`config.mk`:
```
export PLATFORM = sky130hd
export DESIGN_NAME = engine_alu_ops_top
export DESIGN_NICKNAME = d
export VERILOG_FILES = /design/src/engine_alu_pkg.sv /design/src/engine_alu_ops_config.sv /design/src/engine_alu_ops_kernel.sv /design/src/engine_alu_ops_result_buffer.sv /design/src/engine_alu_ops_top.sv
export SDC_FILE = /design/constraint.sdc
export NUM_CORES = 2
export LEC_CHECK = 0
export BUFFER_PORTS_ARGS = -buffer_cell sky130_fd_sc_hd__buf_2
export CAP_MARGIN = 20
export CELL_PAD_IN_SITES_DETAIL_PLACEMENT = 2
export CELL_PAD_IN_SITES_GLOBAL_PLACEMENT = 2
export CORE_MARGIN = 4
export CORE_UTILIZATION = 31
export DETAILED_ROUTE_END_ITERATION = 16
export PLACE_DENSITY_LB_ADDON = 0.05
export SYNTH_ARGS = -nofsm -noshare
export SYNTH_HDL_FRONTEND = slang
export SYNTH_SLANG_ARGS = --single-unit
```
`constraint.sdc`:
```
create_clock -name ap_clk -period 20 [get_ports ap_clk]
set_clock_uncertainty 0.2 [all_clocks]
set_input_delay 3 -clock ap_clk [delete_from_list [all_inputs] [get_ports ap_clk]]
set_output_delay 3 -clock ap_clk [all_outputs]
set_load 0.1 [all_outputs]
```
`src/engine_alu_pkg.sv`:
```
// Shared packet, field state and configuration types for the ALU stage
// Operation encoding and AXI4-Lite register offsets
`default_nettype none

package engine_alu_pkg;

  // ----------------------------------------------------------------------
  // Packet layout
  // ----------------------------------------------------------------------

  // Data fields per packet
  localparam int NUM_FIELDS = 4;

  // One data field
  typedef logic [31:0] field_t;

  // Sequence state tag carried by every field
  typedef enum logic [1:0] {
    SEQUENCE_INVALID = 2'd0,
    SEQUENCE_RUNNING = 2'd1,
    SEQUENCE_BREAK   = 2'd2,
    SEQUENCE_END     = 2'd3
  } field_state_t;

  // Fields and their tags, 136 bits
  typedef struct packed {
    field_t       [NUM_FIELDS-1:0] field;
    field_state_t [NUM_FIELDS-1:0] field_state;
  } engine_packet_t;

  // ----------------------------------------------------------------------
  // ALU configuration
  // ----------------------------------------------------------------------

  // Codes 6 and 7 are unused and act as NOP
  typedef enum logic [2:0] {
    ALU_NOP = 3'd0,
    ALU_ADD = 3'd1,
    ALU_SUB = 3'd2,
    ALU_MUL = 3'd3,
    ALU_ACC = 3'd4,
    ALU_DIV = 3'd5
  } alu_op_t;

  // One bit per field
  typedef logic [NUM_FIELDS-1:0] field_mask_t;

  // Full configuration word, 59 bits
  typedef struct packed {
    alu_op_t                      alu_operation;
    field_mask_t                  alu_mask;
    field_mask_t                  const_mask;
    field_t                       const_value;
    // Row i picks the source field of operand i
    field_mask_t [NUM_FIELDS-1:0] ops_mask;
  } alu_config_t;

  // ----------------------------------------------------------------------
  // Register map
  // ----------------------------------------------------------------------

  typedef logic [7:0] reg_addr_t;

  localparam reg_addr_t REG_OPERATION   = 8'h00;
  localparam reg_addr_t REG_CONST_VALUE = 8'h04;
  localparam reg_addr_t REG_CONST_MASK  = 8'h08;
  localparam reg_addr_t REG_ALU_MASK    = 8'h0C;
  // Row i sits in bits 4i+3..4i
  localparam reg_addr_t REG_OPS_MASK    = 8'h10;
  // Write-only, bit 0 clears the accumulator
  localparam reg_addr_t REG_CLEAR       = 8'h14;

endpackage

`default_nettype wire

```
`src/engine_alu_ops_config.sv`:
```
// AXI4-Lite register slave for the ALU configuration
// Generates the one-cycle accumulator clear pulse
`timescale 1ns/1ns
`default_nettype none

module engine_alu_ops_config (
  input  logic                        ap_clk,
  input  logic                        areset,
  // Write address and data
  input  logic                        awvalid,
  output logic                        awready,
  input  engine_alu_pkg::reg_addr_t   awaddr,
  input  logic                        wvalid,
  output logic                        wready,
  input  logic [31:0]                 wdata,
  // Write response
  output logic                        bvalid,
  input  logic                        bready,
  output logic [1:0]                  bresp,
  // Read address and data
  input  logic                        arvalid,
  output logic                        arready,
  input  engine_alu_pkg::reg_addr_t   araddr,
  output logic                        rvalid,
  input  logic                        rready,
  output logic [31:0]                 rdata,
  output logic [1:0]                  rresp,
  // Configuration to the kernel
  output engine_alu_pkg::alu_config_t cfg,
  output logic                        clear
);

  import engine_alu_pkg::*;

  logic        write_fire;
  logic        read_fire;
  logic [31:0] read_value;

  // Address and data taken together, one write outstanding
  assign write_fire = awvalid & wvalid & ~bvalid;
  assign awready    = write_fire;
  assign wready     = write_fire;

  // One read outstanding
  assign read_fire = arvalid & ~rvalid;
  assign arready   = read_fire;

  // Always OKAY
  assign bresp = 2'b00;
  assign rresp = 2'b00;

  // ----------------------------------------------------------------------
  // Register writes
  // ----------------------------------------------------------------------

  always_ff @(posedge ap_clk) begin
    if (areset) begin
      cfg   <= '0;
      clear <= 1'b0;
    end else begin
      // Pulse lasts one cycle unless rewritten
      clear <= 1'b0;
      if (write_fire) begin
        case (awaddr)
          REG_OPERATION:   cfg.alu_operation <= alu_op_t'(wdata[2:0]);
          REG_CONST_VALUE: cfg.const_value   <= wdata;
          REG_CONST_MASK:  cfg.const_mask    <= wdata[NUM_FIELDS-1:0];
          REG_ALU_MASK:    cfg.alu_mask      <= wdata[NUM_FIELDS-1:0];
          REG_OPS_MASK:    cfg.ops_mask      <= wdata[NUM_FIELDS*NUM_FIELDS-1:0];
          REG_CLEAR:       clear             <= wdata[0];
          default: ;
        endcase
      end
    end
  end

  // Write response
  always_ff @(posedge ap_clk) begin
    if (areset) begin
      bvalid <= 1'b0;
    end else if (write_fire) begin
      bvalid <= 1'b1;
    end else if (bready) begin
      bvalid <= 1'b0;
    end
  end

  // ----------------------------------------------------------------------
  // Register reads
  // ----------------------------------------------------------------------

  // Unmapped and clear offsets read zero
  always_comb begin
    read_value = '0;
    case (araddr)
      REG_OPERATION:   read_value[2:0]                       = cfg.alu_operation;
      REG_CONST_VALUE: read_value                            = cfg.const_value;
      REG_CONST_MASK:  read_value[NUM_FIELDS-1:0]            = cfg.const_mask;
      REG_ALU_MASK:    read_value[NUM_FIELDS-1:0]            = cfg.alu_mask;
      REG_OPS_MASK:    read_value[NUM_FIELDS*NUM_FIELDS-1:0] = cfg.ops_mask;
      default: ;
    endcase
  end

  // Read data captured at the address handshake
  always_ff @(posedge ap_clk) begin
    if (read_fire) begin
      rdata <= read_value;
    end
  end

  always_ff @(posedge ap_clk) begin
    if (areset) begin
      rvalid <= 1'b0;
    end else if (read_fire) begin
      rvalid <= 1'b1;
    end else if (rready) begin
      rvalid <= 1'b0;
    end
  end

endmodule

`default_nettype wire

```
`src/engine_alu_ops_kernel.sv`:
```
// Three-stage ALU pipeline: operand crossbar, arithmetic, output merge
// Holds the running accumulator for ACC
`timescale 1ns/1ns
`default_nettype none

module engine_alu_ops_kernel (
  input  logic                           ap_clk,
  input  logic                           areset,
  input  logic                           clear,
  input  engine_alu_pkg::alu_config_t    cfg,
  input  logic                           accept,
  input  engine_alu_pkg::engine_packet_t data_in,
  output logic                           result_valid,
  output engine_alu_pkg::engine_packet_t result
);

  import engine_alu_pkg::*;

  localparam int IDX_W = $clog2(NUM_FIELDS);

  // Stage 1, operands and the config slice that rides along
  engine_packet_t   operands;
  engine_packet_t   ops_s1;
  alu_op_t          op_s1;
  field_mask_t      alu_mask_s1;
  logic             valid_s1;

  // Stage 2, ALU result and delayed operand copy
  engine_packet_t   ops_s2;
  field_t           result_s2;
  logic             valid_s2;

  // Operand pair and accumulate selection
  logic [IDX_W-1:0] k_pair;
  logic             have_pair;
  logic [IDX_W-1:0] k_acc;
  logic             have_acc;
  field_t           opnd_a;
  field_t           opnd_b;
  field_t           acc_reg;
  field_t           acc_sum;
  field_t           alu_value;

  // ----------------------------------------------------------------------
  // Stage 1: operand select
  // ----------------------------------------------------------------------

  // Constant first, then highest selected input, else invalid zero
  always_comb begin
    operands = '0;
    for (int i = 0; i < NUM_FIELDS; i++) begin
      operands.field_state[i] = SEQUENCE_INVALID;
      if (cfg.const_mask[i]) begin
        operands.field[i]       = cfg.const_value;
        operands.field_state[i] = SEQUENCE_RUNNING;
      end else begin
        for (int j = 0; j < NUM_FIELDS; j++) begin
          if (cfg.ops_mask[i][j]) begin
            operands.field[i]       = data_in.field[j];
            operands.field_state[i] = data_in.field_state[j];
          end
        end
      end
    end
  end

  always_ff @(posedge ap_clk) begin
    ops_s1      <= operands;
    op_s1       <= cfg.alu_operation;
    alu_mask_s1 <= cfg.alu_mask;
  end

  // ----------------------------------------------------------------------
  // Stage 2: arithmetic
  // ----------------------------------------------------------------------

  // Highest mask bit, pair ops stop one short of the top field
  always_comb begin
    have_pair = 1'b0;
    k_pair    = '0;
    have_acc  = 1'b0;
    k_acc     = '0;
    for (int i = 0; i < NUM_FIELDS; i++) begin
      if (alu_mask_s1[i]) begin
        have_acc = 1'b1;
        k_acc    = IDX_W'(i);
        if (i < NUM_FIELDS - 1) begin
          have_pair = 1'b1;
          k_pair    = IDX_W'(i);
        end
      end
    end
  end

  assign opnd_a  = ops_s1.field[k_pair];
  assign opnd_b  = ops_s1.field[k_pair + 1'b1];
  assign acc_sum = acc_reg + ops_s1.field[k_acc];

  always_comb begin
    alu_value = ops_s1.field[0];
    case (op_s1)
      ALU_ADD: if (have_pair) alu_value = opnd_a + opnd_b;
      // Absolute difference
      ALU_SUB: if (have_pair) alu_value = (opnd_a > opnd_b) ? opnd_a - opnd_b
                                                             : opnd_b - opnd_a;
      // Low word of the product
      ALU_MUL: if (have_pair) alu_value = opnd_a * opnd_b;
      ALU_ACC: alu_value = have_acc ? acc_sum : acc_reg;
      // NOP, DIV and unused codes pass operand 0
      default: ;
    endcase
  end

  // Accumulator moves only on a valid ACC packet
  always_ff @(posedge ap_clk) begin
    if (areset || clear) begin
      acc_reg <= '0;
    end else if (valid_s1 && op_s1 == ALU_ACC && have_acc) begin
      acc_reg <= acc_sum;
    end
  end

  always_ff @(posedge ap_clk) begin
    result_s2 <= alu_value;
    ops_s2    <= ops_s1;
  end

  // ----------------------------------------------------------------------
  // Stage 3: merge result into field 0
  // ----------------------------------------------------------------------

  always_ff @(posedge ap_clk) begin
    result.field[0]              <= result_s2;
    result.field[NUM_FIELDS-1:1] <= ops_s2.field[NUM_FIELDS-1:1];
    result.field_state           <= ops_s2.field_state;
  end

  // Valid shift, three cycles from accept
  always_ff @(posedge ap_clk) begin
    if (areset) begin
      valid_s1     <= 1'b0;
      valid_s2     <= 1'b0;
      result_valid <= 1'b0;
    end else begin
      valid_s1     <= accept;
      valid_s2     <= valid_s1;
      result_valid <= valid_s2;
    end
  end

endmodule

`default_nettype wire

```
`src/engine_alu_ops_result_buffer.sv`:
```
// Result FIFO behind the kernel with credit-based input ready
// Issues the input accept pulse for the kernel
`timescale 1ns/1ns
`default_nettype none

module engine_alu_ops_result_buffer #(
  parameter int FIFO_DEPTH = 8
) (
  input  logic                           ap_clk,
  input  logic                           areset,
  input  logic                           in_valid,
  output logic                           in_ready,
  output logic                           accept,
  input  logic                           result_valid,
  input  engine_alu_pkg::engine_packet_t result,
  output logic                           out_valid,
  input  logic                           out_ready,
  output engine_alu_pkg::engine_packet_t out_packet
);

  import engine_alu_pkg::*;

  localparam int PTR_W = (FIFO_DEPTH > 1) ? $clog2(FIFO_DEPTH) : 1;
  localparam int CNT_W = $clog2(FIFO_DEPTH + 1);

  engine_packet_t   mem [FIFO_DEPTH];
  logic [PTR_W-1:0] wr_ptr;
  logic [PTR_W-1:0] rd_ptr;
  logic [CNT_W-1:0] count;
  logic [CNT_W-1:0] count_next;
  // Kernel holds at most three packets
  logic [1:0]       in_flight;
  logic [1:0]       in_flight_next;
  logic             push;
  logic             pop;

  function automatic logic [PTR_W-1:0] ptr_inc(input logic [PTR_W-1:0] ptr);
    return (ptr == PTR_W'(FIFO_DEPTH - 1)) ? '0 : ptr + 1'b1;
  endfunction

  assign accept     = in_valid & in_ready;
  assign push       = result_valid;
  assign pop        = out_valid & out_ready;
  assign out_packet = mem[rd_ptr];

  // Occupancy and credits for the next cycle
  always_comb begin
    count_next     = count + CNT_W'(push) - CNT_W'(pop);
    in_flight_next = in_flight + 2'(accept) - 2'(result_valid);
  end

  // Storage, credits guarantee a free slot on every push
  always_ff @(posedge ap_clk) begin
    if (push) begin
      mem[wr_ptr] <= result;
    end
  end

  always_ff @(posedge ap_clk) begin
    if (areset) begin
      wr_ptr    <= '0;
      rd_ptr    <= '0;
      count     <= '0;
      in_flight <= '0;
      out_valid <= 1'b0;
      in_ready  <= 1'b0;
    end else begin
      if (push) begin
        wr_ptr <= ptr_inc(wr_ptr);
      end
      if (pop) begin
        rd_ptr <= ptr_inc(rd_ptr);
      end
      count     <= count_next;
      in_flight <= in_flight_next;
      out_valid <= (count_next != '0);
      // Room for stored plus in-flight packets
      in_ready  <= (32'(count_next) + 32'(in_flight_next)) < FIFO_DEPTH;
    end
  end

endmodule

`default_nettype wire

```
`src/engine_alu_ops_top.sv`:
```
// ALU stage top level with register slave, kernel and result buffer
`timescale 1ns/1ns
`default_nettype none

module engine_alu_ops_top #(
  parameter int FIFO_DEPTH = 8
) (
  input  logic                           ap_clk,
  input  logic                           areset,
  // AXI4-Lite configuration port
  input  logic                           awvalid,
  output logic                           awready,
  input  engine_alu_pkg::reg_addr_t      awaddr,
  input  logic                           wvalid,
  output logic                           wready,
  input  logic [31:0]                    wdata,
  output logic                           bvalid,
  input  logic                           bready,
  output logic [1:0]                     bresp,
  input  logic                           arvalid,
  output logic                           arready,
  input  engine_alu_pkg::reg_addr_t      araddr,
  output logic                           rvalid,
  input  logic                           rready,
  output logic [31:0]                    rdata,
  output logic [1:0]                     rresp,
  // Packet streams
  input  logic                           in_valid,
  output logic                           in_ready,
  input  engine_alu_pkg::engine_packet_t in_packet,
  output logic                           out_valid,
  input  logic                           out_ready,
  output engine_alu_pkg::engine_packet_t out_packet
);

  import engine_alu_pkg::*;

  alu_config_t    cfg;
  logic           clear;
  logic           accept;
  logic           result_valid;
  engine_packet_t result;

  engine_alu_ops_config u_config (
    .ap_clk  (ap_clk),
    .areset  (areset),
    .awvalid (awvalid),
    .awready (awready),
    .awaddr  (awaddr),
    .wvalid  (wvalid),
    .wready  (wready),
    .wdata   (wdata),
    .bvalid  (bvalid),
    .bready  (bready),
    .bresp   (bresp),
    .arvalid (arvalid),
    .arready (arready),
    .araddr  (araddr),
    .rvalid  (rvalid),
    .rready  (rready),
    .rdata   (rdata),
    .rresp   (rresp),
    .cfg     (cfg),
    .clear   (clear)
  );

  engine_alu_ops_kernel u_kernel (
    .ap_clk       (ap_clk),
    .areset       (areset),
    .clear        (clear),
    .cfg          (cfg),
    .accept       (accept),
    .data_in      (in_packet),
    .result_valid (result_valid),
    .result       (result)
  );

  // Buffer owns the input handshake
  engine_alu_ops_result_buffer #(
    .FIFO_DEPTH (FIFO_DEPTH)
  ) u_result_buffer (
    .ap_clk       (ap_clk),
    .areset       (areset),
    .in_valid     (in_valid),
    .in_ready     (in_ready),
    .accept       (accept),
    .result_valid (result_valid),
    .result       (result),
    .out_valid    (out_valid),
    .out_ready    (out_ready),
    .out_packet   (out_packet)
  );

endmodule

`default_nettype wire

```
==> flow_metrics.tcl <==
set metrics [dict create \
    yosysWarnings 0 \
    core_region_area_um2 271000 \
    final_layout_size_suffix_gt1_share_pct 18.1 \
    cp_num_buf_inv 9 \
    drc 0 \
    reg_top3 "u_result_buffer.mem: 1088 flops, u_kernel.ops_s1: 136 flops, u_kernel.result: 136 flops" \
    floorplan.initialDensity_pct 31.2 \
    setup_viol 0 \
    grt-ovfl-total 0 \
    clock-sinks 1649 \
    max-clock-path-buffers 4 \
    final_max_slew_viol_count 0 \
    die_h_um 530 \
    synthArstFlopShare_pct 0 \
    top_register "u_result_buffer.mem" \
    power.density_nw_per_um2 79.0 \
    synth-edff-count 1120 \
    path_class "register to register" \
    power.total_uw 7680 \
    hold_class "register to register" \
    leakagePower_uw 0.0346 \
    io_buffers 367 \
    fin_crit_sh_pct 52.5 \
    slowest_delay_ns 0.76 \
    ir_drop_uv 53.3 \
    dr_total_vias 58920 \
    rrSetupSlack_ns 9.51 \
    hold_violations 0 \
    hpwl_mm 267 \
    arrival_ns 11.03 \
    grt_pass1_vias 63243 \
    largest_reg_flops 1088 \
    drv_cap 0 \
    syn_area_um2 84500 \
    clk-insertion-delay-late_ns 0.87 \
    yosys-top-cells-area "edfxtp_1 (40%), dfxtp_1 (13%), fa_1 (9.8%), mux4_2 (7.3%), ha_1 (3.8%)" \
    yosysSeqAreaShare_pct 52.3 \
    antenna_found_initial 119 \
    drt_iter0_markers 4610 \
    cp_common_cell "fa_1" \
    grt_pass1_wl_mm 514 \
    track_usage_pct 25.8 \
    clk_pin_slew_ns 0.06 \
    postSynthAreaPerCell_um2 12.2 \
    wl_per_cell_um 33.3 \
    setup_tns_ns 0 \
    die-area_um2 281000 \
    postRouteWirelength_mm 366 \
    startpoint_type "register" \
    maxSlewHeadroom_pct 3.85 \
    synth_top_area_share_pct 39.8 \
    status "completed" \
    io_pins 372 \
    cp_slowest_cell "o21ai_0" \
    netlist_instances 6907 \
    dieWidth_um 530 \
    rows 191 \
    critPathMaxFanout 39 \
    yosys.cell_types.count 89 \
    ys_seq_elements 1649 \
    ctsResizeCount 0 \
    synth_ff_type "edfxtp_1" \
    grt_max_degree 101 \
    viasPerCell 5.35 \
    ant_nets 0 \
    firstDrtPassIters 5 \
    required_ns 20.54 \
    syn2layout_area_growth_pct 15.0 \
    rsz0062_at_grt "false" \
    min_period_ns 10.49 \
    dpl_worst_slack_ns 9.58 \
    cts_tree "yes" \
    worst_pin_slew_ns 1.43 \
    synth_largest_area_cell "edfxtp_1" \
    fin_nets 8101 \
    setup_ws_ns 9.51 \
    cts-root-buf "clkbuf_16" \
    fin_cells 11003 \
    cts_setup_buffers 0 \
    path_delay_family "adder cells" \
    dp_cells 10612 \
    holdBufCountCts 0 \
    max_freq_mhz 95.3 \
    cts_buffers 189 \
    gp_congestion 0.907 \
    htree_levels 4 \
    end_kind "register" \
]
## path summary, 6_finish.rpt
kind | from | end | depth (start not counted)
hold reg to reg | u_kernel.ops_s2[86]$_DFF_P_ | u_kernel.result[86]$_DFF_P_ | 0
hold / removal | u_kernel.ops_s2[86]$_DFF_P_ | u_kernel.result[86]$_DFF_P_ | 0
setup reg to reg | u_kernel.alu_mask_s1[1]$_DFF_P_ | u_kernel.result_s2[30]$_DFF_P_ | 32
setup / recovery | u_kernel.alu_mask_s1[1]$_DFF_P_ | u_kernel.result_s2[30]$_DFF_P_ | 32
## area by class of cell
| cell class | count | area, um2 |
|---|---|---|
| Inverter | 505 | 1900 |
| Fill cell | 28236 | 174000 |
| Tap cell | 3570 | 4470 |
| Multi-Input combinational cell | 4361 | 37000 |
| Timing Repair Buffer | 530 | 3190 |
| Clock inverter | 75 | 943 |
| Sequential cell | 1649 | 44300 |
| Clock buffer | 266 | 5300 |
| Antenna cell | 47 | 118 |
## routing by layer
metal	GRT usage (%)	part of all wire (%)	up-vias
li1	-	-	25270
met4	7.79	3.4	24
met5	0	0.044	-
met2	41.3	46	1696
met3	3.63	5.2	488
met1	36.2	45	31442
## cell usage after synthesis (52+ instances only)
cell type     n
mux2_2      153
clkbuf_1    309
mux2i_1     132
xnor2_1     110
buf_1        52
a22oi_1     144
nor2_1      795
mux4_2      272
fa_1        413
nand2_1     623
dfxtp_1     529
a21oi_1     522
inv_1       493
o21ai_0     274
edfxtp_1   1120
ha_1        259
## cell families after synthesis
kind of cell	synth area share [%]
other	0.00444
AND/OR/NAND/NOR	8.24
XOR/XNOR	1.46
flip-flops	52.3
multiplexers	10.9
buffers and inverters	4.10
AO/OA/AOI/OAI	9.37
adder cells (fa/ha/maj)	13.6
## report_power, final
part           leakage [uW]  internal [uW]  switching, uW  total, uW
clock network       0.00304           2090           1420       3510
registers            0.0147           3620           27.7       3650
logic                0.0169            167            359        525
total                0.0346           5870           1810       7680
## stage by stage
stage                     instance area [um2]  util [%]  hold slack (ns)
final                                   97200      35.9            0.116
after global placement                  90800      33.5            0.112
after global routing                    97100      35.8            0.107
after floorplan                         84500         -            0.110
after detailed placement                90800      33.5            0.115
after CTS                               97000      35.8            0.115
## worst register-to-register path, delay by kind of cell, from the launching register on
| family | cells | cell delay [ns] |
|---|---|---|
| buf+inv | 9 | 1.63 |
| simple gates | 5 | 1.40 |
| flops | 1 | 0.66 |
| fa+ha+maj | 9 | 3.90 |
| compound gates | 8 | 2.43 |
| mux | 1 | 0.20 |
## placed cells by master, fill, tap and decap left out, drive strengths merged, types with 259 or more instances in the layout
cell / synthesis / layout
a21oi: 523 / 523
buf: 86 / 529
clkbuf: 309 / 267
dfxtp: 529 / 529
edfxtp: 1120 / 1120
fa: 413 / 413
ha: 259 / 259
inv: 497 / 504
mux4: 272 / 272
nand2: 623 / 623
nor2: 795 / 795
o21ai: 319 / 319
Note: power is estimated with default switching activity, not from simulation.
